<file path="config.mk">
export PLATFORM = sky130hd
export DESIGN_NAME = cpu_frontend
export DESIGN_NICKNAME = d
export VERILOG_FILES = /design/src/source/sm83_bus_pkg.sv /design/src/source/sm83_isa_pkg.sv /design/src/source/mcycle_if.sv /design/src/source/irq_if.sv /design/src/source/bus_sequencer.sv /design/src/source/interrupt_unit.sv /design/src/source/fetch_control.sv /design/src/source/cpu_frontend.sv
export SDC_FILE = /design/constraint.sdc
export NUM_CORES = 1
export LEC_CHECK = 0
export ABC_AREA = 0
export BUFFER_PORTS_ARGS = -buffer_cell sky130_fd_sc_hd__buf_2
export CAP_MARGIN = 20
export CORE_MARGIN = 2
export CORE_UTILIZATION = 61
export CTS_BUF_LIST = sky130_fd_sc_hd__clkbuf_8
export DETAILED_ROUTE_END_ITERATION = 8
export GPL_TIMING_DRIVEN = 0
export PLACE_DENSITY = 0.91
export SYNTH_ARGS = -nofsm -noshare
export SYNTH_HDL_FRONTEND = slang
export SYNTH_HIERARCHICAL = 1
export SYNTH_SLANG_ARGS = --single-unit
export TNS_END_PERCENT = 50
</file>
<file path="constraint.sdc">
create_clock -name clk -period 3.9 [get_ports clk]
set_input_delay 0.39 -clock clk [delete_from_list [all_inputs] [get_ports clk]]
set_output_delay 0.39 -clock clk [all_outputs]
set_load 0.02 [all_outputs]
</file>
<file path="src/source/sm83_bus_pkg.sv">
package sm83_bus_pkg;

    //////////////////////////////////////////////////
    // Bus widths
    //////////////////////////////////////////////////
    localparam int addr_w = 16;
    localparam int data_w = 8;

    //////////////////////////////////////////////////
    // Machine cycle phases
    //////////////////////////////////////////////////
    localparam int t_w = 2;

    localparam logic [t_w-1:0] t_addr  = 2'd0; // Address setup
    localparam logic [t_w-1:0] t_wait  = 2'd1; // Memory access
    localparam logic [t_w-1:0] t_latch = 2'd2; // Data sampled at the end
    localparam logic [t_w-1:0] t_idle  = 2'd3; // Bus idle

    // Reset values
    localparam logic [addr_w-1:0] pc_reset = 16'h0000;

endpackage

</file>
<file path="src/source/sm83_isa_pkg.sv">
package sm83_isa_pkg;

    //////////////////////////////////////////////////
    // Interrupt sources and vectors
    //////////////////////////////////////////////////
    localparam int irq_n = 5;

    // Source 0 lands at 0x40, the others follow every 8 bytes
    localparam logic [sm83_bus_pkg::addr_w-1:0] irq_vec_base = 16'h0040;
    localparam logic [sm83_bus_pkg::addr_w-1:0] irq_vec_step = 16'h0008;

    //////////////////////////////////////////////////
    // Sleep opcodes
    //////////////////////////////////////////////////
    localparam logic [sm83_bus_pkg::data_w-1:0] op_halt = 8'h76;
    localparam logic [sm83_bus_pkg::data_w-1:0] op_stop = 8'h10;

    // Keypad lines, wake source in STOP
    localparam int key_w = 8;

endpackage

</file>
<file path="src/source/mcycle_if.sv">
interface mcycle_if;

    // Sequencer side
    logic [sm83_bus_pkg::t_w-1:0]    t_state;      // Current phase
    logic                            fetch_strobe; // High in t_latch of a read cycle
    logic [sm83_bus_pkg::data_w-1:0] opcode;       // Last fetched byte

    // Fetch control side
    logic [sm83_bus_pkg::addr_w-1:0] pc;
    logic                            sleep; // HALT or STOP, no reads

    modport sequencer (
        output t_state, fetch_strobe, opcode,
        input  pc, sleep
    );

    modport control (
        input  t_state, fetch_strobe, opcode,
        output pc, sleep
    );

endinterface

</file>
<file path="src/source/irq_if.sv">
interface irq_if;

    logic                            pending; // Some source enabled and IME set
    logic [sm83_bus_pkg::addr_w-1:0] vector;  // Vector of the lowest pending source
    logic                            wake;    // Sleep exit condition
    logic                            ack;     // Dispatch pulse from fetch control

    modport source (
        output pending, vector, wake,
        input  ack
    );

    modport sink (
        input  pending, vector, wake,
        output ack
    );

endinterface

</file>
<file path="src/source/bus_sequencer.sv">
module bus_sequencer (
    input  logic                            clk,
    input  logic                            rst,
    input  logic [sm83_bus_pkg::data_w-1:0] din,
    mcycle_if.sequencer                     m,
    output logic [sm83_bus_pkg::addr_w-1:0] a,
    output logic                            rd,
    output logic                            phi
);

    //////////////////////////////////////////////////
    // Phase counter
    //////////////////////////////////////////////////
    always_ff @(posedge clk or posedge rst) begin
        if (rst) begin
            m.t_state <= sm83_bus_pkg::t_addr;
        end else begin
            case (m.t_state)
                sm83_bus_pkg::t_addr:  m.t_state <= sm83_bus_pkg::t_wait;
                sm83_bus_pkg::t_wait:  m.t_state <= sm83_bus_pkg::t_latch;
                sm83_bus_pkg::t_latch: m.t_state <= sm83_bus_pkg::t_idle;
                default:               m.t_state <= sm83_bus_pkg::t_addr;
            endcase
        end
    end

    //////////////////////////////////////////////////
    // Bus outputs
    //////////////////////////////////////////////////
    always_ff @(posedge clk or posedge rst) begin
        if (rst) begin
            a   <= sm83_bus_pkg::pc_reset;
            rd  <= 1'b0;
            phi <= 1'b1;
        end else begin
            case (m.t_state)
                sm83_bus_pkg::t_addr: begin
                    a   <= m.pc;     // Held for the rest of the cycle
                    rd  <= ~m.sleep; // No fetch while sleeping
                    phi <= 1'b1;
                end
                sm83_bus_pkg::t_latch: begin
                    rd  <= 1'b0;
                    phi <= 1'b0;
                end
                default: begin
                    rd  <= rd;
                    phi <= phi;
                end
            endcase
        end
    end

    // Last clock of a reading cycle
    assign m.fetch_strobe = rd && (m.t_state == sm83_bus_pkg::t_latch);

    // Opcode latch
    always_ff @(posedge clk) begin
        if (m.fetch_strobe) begin
            m.opcode <= din;
        end
    end

endmodule

</file>
<file path="src/source/interrupt_unit.sv">
module interrupt_unit (
    input  logic [sm83_isa_pkg::irq_n-1:0] int_en,
    input  logic [sm83_isa_pkg::irq_n-1:0] int_flags_in,
    input  logic                           ime,
    input  logic [sm83_isa_pkg::key_w-1:0] key_in,
    input  logic                           sleep_stop,
    irq_if.source                          q,
    output logic [sm83_isa_pkg::irq_n-1:0] int_flags_out
);

    logic [sm83_isa_pkg::irq_n-1:0]  enabled; // Flags with their enable set
    logic [sm83_isa_pkg::irq_n-1:0]  masked;  // Enabled and IME set
    logic [sm83_isa_pkg::irq_n-1:0]  lowest;  // One-hot winner
    logic [sm83_bus_pkg::addr_w-1:0] slot;    // Vector of the source being scanned
    logic                            found;

    assign enabled = int_flags_in & int_en;
    assign masked  = enabled & {sm83_isa_pkg::irq_n{ime}};

    assign q.pending = |masked;

    //////////////////////////////////////////////////
    // Priority and vector
    //////////////////////////////////////////////////
    // Source 0 has the highest priority
    always_comb begin
        slot     = sm83_isa_pkg::irq_vec_base;
        found    = 1'b0;
        lowest   = '0;
        q.vector = sm83_isa_pkg::irq_vec_base;
        for (int i = 0; i < sm83_isa_pkg::irq_n; i++) begin
            if (masked[i] && !found) begin
                found     = 1'b1;
                lowest[i] = 1'b1;
                q.vector  = slot;
            end
            slot = slot + sm83_isa_pkg::irq_vec_step;
        end
    end

    //////////////////////////////////////////////////
    // Wake and flag clear
    //////////////////////////////////////////////////
    // HALT ignores IME, STOP also listens to the keypad
    assign q.wake = (|enabled) || (sleep_stop && (|key_in));

    // Serviced bit dropped for the dispatch clock only
    assign int_flags_out = q.ack ? (int_flags_in & ~lowest) : int_flags_in;

endmodule

</file>
<file path="src/source/fetch_control.sv">
module fetch_control (
    input  logic    clk,
    input  logic    rst,
    mcycle_if.control m,
    irq_if.sink     q,
    output logic    sleep_stop,
    output logic    done
);

    logic                            decode_q; // Opcode latch holds a real instruction
    logic [sm83_bus_pkg::addr_w-1:0] pc_next_seq;
    logic                            wake_slot;

    assign pc_next_seq = m.pc + {{(sm83_bus_pkg::addr_w-1){1'b0}}, 1'b1};

    // Interrupt taken in place of the fetched instruction
    assign q.ack = m.fetch_strobe && q.pending;

    // Wake is checked once per machine cycle
    assign wake_slot = m.sleep && (m.t_state == sm83_bus_pkg::t_latch);

    //////////////////////////////////////////////////
    // Program counter
    //////////////////////////////////////////////////
    always_ff @(posedge clk or posedge rst) begin
        if (rst) begin
            m.pc     <= sm83_bus_pkg::pc_reset;
            decode_q <= 1'b0;
        end else begin
            decode_q <= 1'b0;
            if (m.fetch_strobe) begin
                if (q.pending) begin
                    m.pc <= q.vector; // Opcode dropped
                end else begin
                    m.pc     <= pc_next_seq;
                    decode_q <= 1'b1;
                end
            end
        end
    end

    //////////////////////////////////////////////////
    // HALT and STOP
    //////////////////////////////////////////////////
    // The opcode is compared in t_idle right after the latch,
    // well before the next address phase samples sleep
    always_ff @(posedge clk or posedge rst) begin
        if (rst) begin
            m.sleep    <= 1'b0;
            sleep_stop <= 1'b0;
        end else if (m.sleep) begin
            if (wake_slot && q.wake) begin
                m.sleep    <= 1'b0; // Next cycle refetches at pc
                sleep_stop <= 1'b0;
            end
        end else if (decode_q) begin
            if (m.opcode == sm83_isa_pkg::op_halt) begin
                m.sleep <= 1'b1;
            end else if (m.opcode == sm83_isa_pkg::op_stop) begin
                m.sleep    <= 1'b1;
                sleep_stop <= 1'b1;
            end
        end
    end

    // Sleep indication, one clock behind
    always_ff @(posedge clk or posedge rst) begin
        if (rst) begin
            done <= 1'b0;
        end else begin
            done <= m.sleep;
        end
    end

endmodule

</file>
<file path="src/source/cpu_frontend.sv">
module cpu_frontend (
    input  logic                            clk,
    input  logic                            rst,
    input  logic [sm83_bus_pkg::data_w-1:0] din,
    input  logic [sm83_isa_pkg::irq_n-1:0]  int_en,
    input  logic [sm83_isa_pkg::irq_n-1:0]  int_flags_in,
    input  logic                            ime,
    input  logic [sm83_isa_pkg::key_w-1:0]  key_in,
    output logic [sm83_bus_pkg::addr_w-1:0] a,
    output logic                            rd,
    output logic                            phi,
    output logic [sm83_isa_pkg::irq_n-1:0]  int_flags_out,
    output logic                            done
);

    logic sleep_stop; // STOP flavour of sleep

    mcycle_if m_bus ();
    irq_if    q_irq ();

    //////////////////////////////////////////////////
    // Machine cycle and bus
    //////////////////////////////////////////////////
    bus_sequencer u_bus_sequencer (
        .clk (clk),
        .rst (rst),
        .din (din),
        .m   (m_bus),
        .a   (a),
        .rd  (rd),
        .phi (phi)
    );

    //////////////////////////////////////////////////
    // Interrupts and wake
    //////////////////////////////////////////////////
    interrupt_unit u_interrupt_unit (
        .int_en        (int_en),
        .int_flags_in  (int_flags_in),
        .ime           (ime),
        .key_in        (key_in),
        .sleep_stop    (sleep_stop),
        .q             (q_irq),
        .int_flags_out (int_flags_out)
    );

    // PC, sleep and dispatch
    fetch_control u_fetch_control (
        .clk        (clk),
        .rst        (rst),
        .m          (m_bus),
        .q          (q_irq),
        .sleep_stop (sleep_stop),
        .done       (done)
    );

endmodule

</file>
After elaboration in Yosys (flattened, before gate mapping):

Index checks and enable logic that the tools add are counted.

* word-level logic and storage cells: 73
* output and inout bits: 24
* input bits: 29
* flip-flop bits (word level): 48

* equal/unequal tests: 6
* bitwise gates (word level): 5
* add/sub/neg operators: 1
* mux-type cells: 29
* reductions and logical operators: 22

Operators by type and width (number)
* $mux W1: 20
* $add A16 B1 Y16 const B: 1
* $mux W16: 1
* $and A5 B5 Y5: 3
* $mux W5: 3
* $reduce_or A5 Y1: 2
* $logic_and A1 B1 Y1: 9
* $eq A8 B5 Y1 const B: 1
* $eq A8 B7 Y1 const B: 1
* $reduce_or A8 Y1: 1
* $mux W6: 1
* $pmux W2 S3: 1
* $reduce_bool A2 Y1: 3
* $not A5 Y5: 1
* $logic_not A1 Y1: 4
* $mux W4: 1
* $pmux W1 S2: 2
* $reduce_and A4 Y1: 1
* $eq A2 B1 Y1 const B: 1
* $eq A2 B2 Y1 const B: 1
* $logic_not A2 Y1: 1
* $ne A2 B1 Y1 const B: 1
* $ne A2 B2 Y1 const B: 1
* $logic_or A1 B1 Y1: 1
* $not A1 Y1: 1

Longest topological paths before layout:

Gate-level depths: netlist (run 1).

* word-level depth: 18
* depth in mapped cells: 9
* gate-level depth less buffers: 7

Modules after synthesis:

The synthesis (run 1) kept the hierarchy.

Modules (own cells, without submodules)
* fetch_control: seq. area each 500.5 um2, cells each 130, instances 1, area each 1143.6 um2
* bus_sequencer: seq. area each 742.0 um2, cells each 59, instances 1, area each 1088.5 um2
* interrupt_unit: seq. area each 0.0 um2, cells each 44, instances 1, area each 280.3 um2

Worst setup path after synthesis (run 1):

No wires, ideal clock.

* path type: register to output
* start point: register u_bus_sequencer.m.t_state[0]
* end point: output int_flags_out[2] (netlist name)
* slack: 1.777 ns
* stages on the path, launching flop included: 8
* required time: 3.510 ns
* arrival time: 1.733 ns
* buffers on the path: 0
* cells stage by stage: dfrtp_1 > inv_1 > ha_1 > and2_1 > nand2_1 > inv_1 > nand3_2 > o21a_1

* longest elaborated chain between the ends: 4

Ends and longest elaborated chain
* start: declaration: RTL line mcycle_if.sv:13 `output t_state, fetch_strobe, opcode,`
* start signal: assignment: RTL line bus_sequencer.sv:16 `m.t_state <= sm83_bus_pkg::t_addr;`
* start signal: assignment: RTL line bus_sequencer.sv:19 `sm83_bus_pkg::t_addr: m.t_state <= sm83_bus_pkg::t_wait;`
* start signal: assignment: RTL line bus_sequencer.sv:20 `sm83_bus_pkg::t_wait: m.t_state <= sm83_bus_pkg::t_latch;`
* $eq A2 B2 Y1: RTL line bus_sequencer.sv:55 `assign m.fetch_strobe = rd && (m.t_state == sm83_bus_pkg::t_latch);`
* $logic_and A1 B1 Y1: RTL line bus_sequencer.sv:55
* named net m_bus.fetch_strobe: RTL line mcycle_if.sv:5 `logic fetch_strobe;`
* $logic_and A1 B1 Y1: RTL line fetch_control.sv:17 `assign q.ack = m.fetch_strobe && q.pending;`
* named net q_irq.ack: RTL line irq_if.sv:6 `logic ack;`
* $mux W5: RTL line interrupt_unit.sv:48 `assign int_flags_out = q.ack ? (int_flags_in & ~lowest) : int_flags_in;`
* end: declaration: RTL line cpu_frontend.sv:12 `output logic [sm83_isa_pkg::irq_n-1:0] int_flags_out,`

The timed path passes the listed nets, and every way through them passes these cells.

Worst setup path after layout (run 1):

Same ends and word-level chain as after synthesis.

==> results of run 1 <==
## path summary, 6_finish.rpt
kind | cells past startpoint | from | slack, ps | endpoint
min reg2reg | 0 | u_fetch_control/m.sleep$_DFF_PP0_ | 460 | u_fetch_control/done$_DFF_PP0_
max reg2reg | 6 | u_bus_sequencer/m.t_state[0]$_DFF_PP0_ | 1410 | u_fetch_control/m.pc[9]$_DFFE_PP0P_
max in group asynchronous | 2 | rst | 3110 | u_bus_sequencer/a[10]$_DFFE_PP0N_
min in group clk | 1 | din[1] | 260 | u_bus_sequencer/m.opcode[1]$_DFFE_PP_
min | 2 | rst | 250 | u_fetch_control/m.pc[15]$_DFFE_PP0P_
max | 8 | u_bus_sequencer/m.t_state[0]$_DFF_PP0_ | 900 | int_flags_out[2]
## registers in the layout, indices dropped and copies added (netlist names)
name and count:
u_bus_sequencer/rd 1, u_bus_sequencer/m.opcode 8, u_bus_sequencer/phi 1, u_fetch_control/m.sleep 1, u_bus_sequencer/m.t_state 2, u_fetch_control/decode_q 1
u_fetch_control/done 1, u_fetch_control/sleep_stop 1, u_fetch_control/m.pc 16, u_bus_sequencer/a 16
## through the flow
stage	worst slack [ps]	instances	total power (uW)
3_3_place_gp	1370	346	852
2_1_floorplan	1780	244	779
5_1_grt	777	354	1270
3_5_place_dp	1260	346	866
6_report	903	354	1210
4_1_cts	909	354	1210
## metal layers
metal / track usage (%) / wire, microns / up-vias
met5: 0 / 0 / -
met4: 11.8 / 64 / 0
met3: 6.09 / 279 / 5
met2: 46.1 / 2850 / 73
met1: 31.3 / 2270 / 962
li1: - / - / 961
## critical path: cells and delay by family (launching register included)
family / cells / cell delay (ps)
AO/OA/AOI/OAI: 1 / 180
adder cells (fa/ha/maj): 1 / 200
buffers and inverters: 3 / 590
flip-flops: 1 / 410
AND/OR/NAND/NOR: 3 / 910
## layout make-up
class	count	area [sq um]	share of cell area, %
inverters	14	52.6	1.76
plain buffers	21	151	5.07
repair buffers	52	260	8.72
clock buffers	5	68.8	2.31
multi-input cells	161	1110	37.1
flip-flops and latches	48	1240	41.6
clock inverters	3	38.8	1.30
well taps	50	62.6	2.10
## Yosys cell counts (all sizes together)
cell	n
and4	2
nand2b	1
nand3	11
nor3b	1
o31ai	2
o41ai	3
mux2	16
a41oi	1
nor4	4
conb	2
a31oi	5
a21boi	2
edfxtp	8
inv	14
nand2	20
or3	1
o21ai	11
o21a	4
and2	2
nand4	3
dfstp	1
o211ai	2
mux2i	2
nor2	11
nor3	4
a221o	2
a21oi	14
or2	2
nand4bb	1
dfrtp	39
a22o	1
o221ai	3
clkbuf	6
o311ai	2
a22oi	4
buf	15
o21bai	1
or4	1
ha	5
xnor2	1
o22ai	2
a21o	1
## power by group through the flow
stage / clock network [uW] / registers, uW / logic, uW
finish: 346 / 620 / 240
global route: 373 / 629 / 263
CTS: 354 / 619 / 239
detailed placement: 0 / 628 / 238
global placement: 0 / 624 / 227
floorplan: 0 / 651 / 128
## logic make-up (layout without fill, tap and decap cells)
kind of cell | Yosys count | count (layout) | share of synthesized area [%]
buffers and inverters | 35 | 95 | 8.12
other | 2 | 13 | 0.299
xor gates and xnor gates | 1 | 1 | 0.349
and+or+nand+nor | 64 | 64 | 13.5
DFF | 48 | 48 | 49.5
AOI/OAI and AO/OA | 60 | 60 | 16.3
muxes | 18 | 18 | 9.46
adders and majority gates | 5 | 5 | 2.49
==> impl_metrics.py, run 1 <==
metrics = {
    "sta": {
        "fin_worst_skew_ps": 6.14,
        "fin_crit_ps": 3000,
        "finalSetupTns_ps": 0,
        "max_freq_ghz": 0.334,
        "slew-limit-headroom_pct": 43.4,
        "grt_setup_unrepaired": "no",
        "tightest_slew_ps": 849,
        "finalCritPeriodShare_pct": 76.9,
        "hold_viol": 0,
        "setup_violations": 0,
        "whs_ps": 252,
        "drv_slew": 0,
    },
    "worst_setup_path": {
        "cp_max_fo": 13,
        "cp.required_ps": 3510,
        "startpoint_type": "register",
        "cp-end-kind": "primary output",
        "path_class": "reg -> out",
        "max_stage_delay_ps": 500,
        "critPathArrivalTime_ps": 2610,
        "critPathMostFrequentCell": "inv_1",
        "slowest_stage": "and2_1",
        "crit_chain": "inv_1 > ha_1 > and2_1 > nand2_1 > inv_1 > nand3_2 > o21a_1 > buf_2",
    },
    "placed_design": {
        "place_area_sq_um": 2880,
        "place_congestion": 0.803,
        "hpwl_microns": 3940,
        "io_buffers": 52,
    },
    "power_and_ir_drop": {
        "seqPwrFrac_pct": 51.4,
        "p_per_area_nw_per_um2": 404,
        "combPwrFrac_pct": 19.9,
        "power.share.switching_pct": 28.7,
        "p_int_uw": 859,
        "ir_worst_vdd_uv": 196,
        "switching_power_uw": 346,
        "clock_power_share_pct": 28.7,
        "power.leakage_uw": 0.00137,
    },
    "cells_and_area": {
        "final_core_util_pct": 75.1,
        "final_cell_mix": "buf_2 (52), dfrtp_1 (39), nand2_1 (20)",
        "n_antenna_cell": 0,
        "fillers": 260,
        "layout-drive-gt1-share_pct": 32.2,
        "final_common_cell": "buf_2",
        "final_area_sq_um": 2980,
        "areaGrowthSynthToFinish_pct": 18.8,
        "final_nets": 337,
    },
    "cts": {
        "clockBufferDepth": 2,
        "cts-hold-fix-buffers": 0,
        "root_buffer": "clkbuf_8",
        "cts.sinks": 48,
        "h-tree-depth": 2,
        "post_cts_resized": 0,
        "path_clk_slew_ps": 80,
        "clock_latency_ps": 300,
        "numCtsBuffers": 5,
        "cts_setup_buffers": 0,
        "cts_tree": "yes",
    },
    "floorplanning": {
        "initial_utilization_pct": 63.3,
        "die_w_microns": 68.2,
        "die_h_microns": 68.2,
        "rows": 23,
        "dieArea_sq_um": 4650,
        "coreArea_sq_um": 3970,
        "io_pins": 53,
    },
    "synthesis": {
        "yosysUniqueCellTypes": 50,
        "ys_seq_elements": 48,
        "netlist_instances": 233,
        "synth_area_leaders": "dfrtp_1 (39%), edfxtp_1 (9.6%), mux2_4 (6.0%)",
        "yosysSeqAreaShare_pct": 49.5,
        "synth_top_area_share_pct": 38.8,
        "yosys_warnings": 6,
        "syn_area_sq_um": 2510,
        "syn_avg_cell_area_sq_um": 10.8,
        "synth_area_leader_cell": "dfrtp_1",
    },
    "drt": {
        "vias_per_cell": 5.65,
        "wire_per_inst_microns": 15.4,
        "drt_iter0_drc": 180,
        "totalWireLength_microns": 5460,
        "route.vias.total": 2001,
        "drtAntennaViolNets": 0,
        "drt_first_pass_iters": 4,
        "route.detailed.drc": 0,
    },
    "global_route": {
        "grt_pass1_wl_microns": 9120,
        "grt_pass1_vias": 2023,
        "grt_antenna_before_repair": 0,
        "grt_max_degree": 21,
        "track_usage_pct": 26.6,
        "grt-ovfl-total": 0,
    },
    "flow_run": {
        "cap_violations": 0,
    },
    "min_path": {
        "min_path_type": "in -> async",
    },
    "run_status": {
        "status": "complete, no violations",
    },
}
Note: power is estimated with default switching activity, not from simulation.
==> run 2, diff against run 1 <==
--- a/config.mk
+++ b/config.mk
@@ -5,15 +5,15 @@
 export SDC_FILE = /design/constraint.sdc
 export NUM_CORES = 1
 export LEC_CHECK = 0
-export ABC_AREA = 0
+export ABC_AREA = 1
 export BUFFER_PORTS_ARGS = -buffer_cell sky130_fd_sc_hd__buf_2
 export CAP_MARGIN = 20
 export CORE_MARGIN = 2
-export CORE_UTILIZATION = 61
+export CORE_UTILIZATION = 52
 export CTS_BUF_LIST = sky130_fd_sc_hd__clkbuf_8
 export DETAILED_ROUTE_END_ITERATION = 8
 export GPL_TIMING_DRIVEN = 0
-export PLACE_DENSITY = 0.91
+export PLACE_DENSITY = 0.82
 export SYNTH_ARGS = -nofsm -noshare
 export SYNTH_HDL_FRONTEND = slang
 export SYNTH_HIERARCHICAL = 1
==> constraint.sdc (replaced) <==
create_clock -name clk -period 2.7 [get_ports clk]
set_input_delay 0.27 -clock clk [delete_from_list [all_inputs] [get_ports clk]]
set_output_delay 0.27 -clock clk [all_outputs]
set_load 0.02 [all_outputs]
==> impl_metrics.py, run 2 <==
metrics = {
    "run_status": {
        "status": "complete, no violations",
    },
    "cts": {
        "path_clk_slew_ps": 80,
        "h-tree-depth": 2,
        "root_buffer": "clkbuf_8",
        "cts-hold-fix-buffers": 0,
        "numCtsBuffers": 5,
        "cts.sinks": 48,
        "cts_tree": "yes",
        "clockBufferDepth": 2,
        "clock_latency_ps": 290,
    },
    "worst_setup_path": {
        "cp_max_fo": 18,
        "cp.required_ps": 2430,
        "r2r-start": "u_bus_sequencer/m.t_state[0]$_DFF_PP0_",
        "worstRegToRegCells": 12,
        "startpoint_type": "register",
        "cp-end-kind": "primary output",
        "rrSetupSlack_ps": 820,
        "r2r_end": "u_fetch_control/m.pc[6]$_DFFE_PP0P_",
        "critPathArrivalTime_ps": 2190,
        "path_class": "reg -> out",
    },
    "floorplanning": {
        "io_pins": 53,
        "rows": 26,
        "die_h_microns": 76.2,
        "coreArea_sq_um": 5070,
        "dieArea_sq_um": 5800,
        "initial_utilization_pct": 53.4,
        "die_w_microns": 76.2,
    },
    "placed_design": {
        "placedCellCount": 472,
        "place_congestion": 0.825,
        "io_buffers": 52,
        "hpwl_microns": 4170,
    },
    "sta": {
        "tightest_slew_ps": 801,
        "grt_setup_unrepaired": "no",
        "whs_ps": 101,
        "hold_viol": 0,
        "setup_violations": 0,
        "finalSetupTns_ps": 0,
        "fin_worst_skew_ps": 10.9,
        "drv_slew": 0,
        "finalCritPeriodShare_pct": 91.0,
        "slew-limit-headroom_pct": 46.6,
        "max_freq_ghz": 0.407,
        "fin_crit_ps": 2460,
    },
    "synthesis": {
        "synth_area_leaders": "dfrtp_1 (36%), nand2_1 (14%), edfxtp_1 (8.9%)",
        "yosysSeqAreaShare_pct": 45.8,
        "yosys_warnings": 6,
        "yosysUniqueCellTypes": 38,
        "synth_area_leader_cell": "dfrtp_1",
        "ys_seq_elements": 48,
        "syn_area_sq_um": 2710,
        "synth_most_common_cell": "nand2_1",
        "syn_avg_cell_area_sq_um": 7.99,
        "async_reset_ff_share_pct": 83.3,
        "synth_edf_count": 8,
        "netlist_instances": 339,
        "synth_top_area_share_pct": 36.0,
        "synth_commonest_cells": "nand2_1 (101), inv_1 (52), dfrtp_1 (39)",
        "ys.flop_type": "dfrtp_1",
    },
    "power_and_ir_drop": {
        "clock_power_share_pct": 25.8,
        "p_total_uw": 1670,
        "seqPwrFrac_pct": 54.2,
        "switching_power_uw": 510,
        "power.share.switching_pct": 30.6,
        "p_int_uw": 1160,
        "combPwrFrac_pct": 20.1,
        "ir_worst_vdd_uv": 277,
        "p_per_area_nw_per_um2": 520,
        "power.leakage_uw": 0.00164,
    },
    "drt": {
        "drtAntennaViolNets": 0,
        "drt_first_pass_iters": 4,
        "route.vias.total": 2289,
        "vias_per_cell": 4.77,
        "totalWireLength_microns": 5450,
        "wire_per_inst_microns": 11.4,
        "route.detailed.drc": 0,
        "drt_iter0_drc": 167,
    },
    "cells_and_area": {
        "areaGrowthSynthToFinish_pct": 18.2,
        "final_common_cell": "nand2_1",
        "top_regs": "u_bus_sequencer/a (16), u_fetch_control/m.pc (16), u_bus_sequencer/m.opcode (8)",
        "final_core_util_pct": 63.1,
        "final_cell_mix": "nand2_1 (101), buf_2 (52), inv_1 (51)",
        "stdcell_count": 480,
        "layout-drive-gt1-share_pct": 24.9,
        "regArea_sq_um": 1240,
        "n_antenna_cell": 0,
        "fillers": 436,
        "multi_input_comb_area_sq_um": 1110,
        "final_nets": 443,
    },
    "global_route": {
        "grt_pass1_vias": 2269,
        "grt_max_degree": 21,
        "grt_antenna_before_repair": 0,
        "grt-ovfl-total": 0,
        "grt_pass1_wl_microns": 10100,
        "track_usage_pct": 21.2,
    },
    "min_path": {
        "min_path_type": "in -> async",
    },
    "flow_run": {
        "cap_violations": 0,
    },
}
==> run 2: changes by cell type in the layout (fill, tap and decap cells not counted), sizes merged, moves of 6 or more <==
cell	previous run	this run
a21oi	14	2
nor2	11	24
inv	15	56
mux2	16	0
nand3	11	17
nand2	20	105
o21ai	11	30
==> run 2: timing repair <==
item,4_1_cts,5_1_grt
cloned,0,0
gates resized for setup,3,2
endpoints found under the setup margin,5,2
setup buffers,1,0
==> run 2: kinds of logic after synthesis <==
logic type / count (synthesis) / share of synthesized area [%]
flops: 48 / 45.8
fa+ha+maj: 5 / 2.31
buf+inv: 77 / 14.7
simple gates: 161 / 26.1
other cells: 2 / 0.277
xor+xnor: 5 / 1.62
compound gates: 41 / 9.14
==> run 2: cell type report <==
| cell class | instances | area share [%] |
|---|---|---|
| plain buffers | 19 | 5.43 |
| clock buffers | 6 | 2.58 |
| clock inverters | 2 | 0.313 |
| inverters | 57 | 7.11 |
| multi-input cells | 225 | 34.7 |
| flip-flops and latches | 48 | 38.8 |
| well taps | 70 | 2.73 |
| repair buffers | 53 | 8.36 |
==> run 2: per-stage QoR <==
step / instance area [sq um] / worst slack (ps)
after detailed placement: 3100 / 101
after floorplan: 2750 / 554
final: 3200 / 244
after global placement: 3100 / 173
after CTS: 3210 / 116
after global routing: 3200 / 19.3
==> run 2: power by group through the flow <==
stage / Clock [uW] / Combinational, uW / Sequential (uW)
6_report: 429 / 334 / 903
5_1_grt: 470 / 381 / 918
4_1_cts: 442 / 336 / 902
3_5_place_dp: 0 / 335 / 916
3_3_place_gp: 0 / 321 / 910
2_1_floorplan: 0 / 179 / 946
==> run 2: worst max-delay path, cell delays in order, from the launching register on <==
cell        delay (ps)
dfrtp_1            380
inv_1              130
ha_1               210
nand2_1             90
clkinvlp_4         100
buf_6              150
nand2_1            110
inv_6              150
inv_1              110
o31ai_1            240
inv_1               60
buf_2              160
==> run 2: routing by layer <==
layer / vias up / track usage (%) / wire [microns]
met5: - / 0 / 0
met4: 0 / 7.82 / 120
met3: 13 / 4.15 / 326
met2: 68 / 35.4 / 2580
met1: 1034 / 27.7 / 2430
li1: 1174 / - / -
==> run 2: worst max path at each step <==
stage / startpoint / endpoint / cells past startpoint
6_report: u_bus_sequencer/m.t_state[0]$_DFF_PP0_ / int_flags_out[0] / 11
5_1_grt: u_bus_sequencer/m.t_state[0]$_DFF_PP0_ / int_flags_out[0] / 11
4_1_cts: u_bus_sequencer/m.t_state[0]$_DFF_PP0_ / int_flags_out[0] / 12
3_5_place_dp: u_bus_sequencer/m.t_state[0]$_DFF_PP0_ / int_flags_out[0] / 12
3_3_place_gp: u_bus_sequencer/m.t_state[0]$_DFF_PP0_ / int_flags_out[0] / 12
2_1_floorplan: u_bus_sequencer/m.t_state[0]$_DFF_PP0_ / int_flags_out[0] / 11
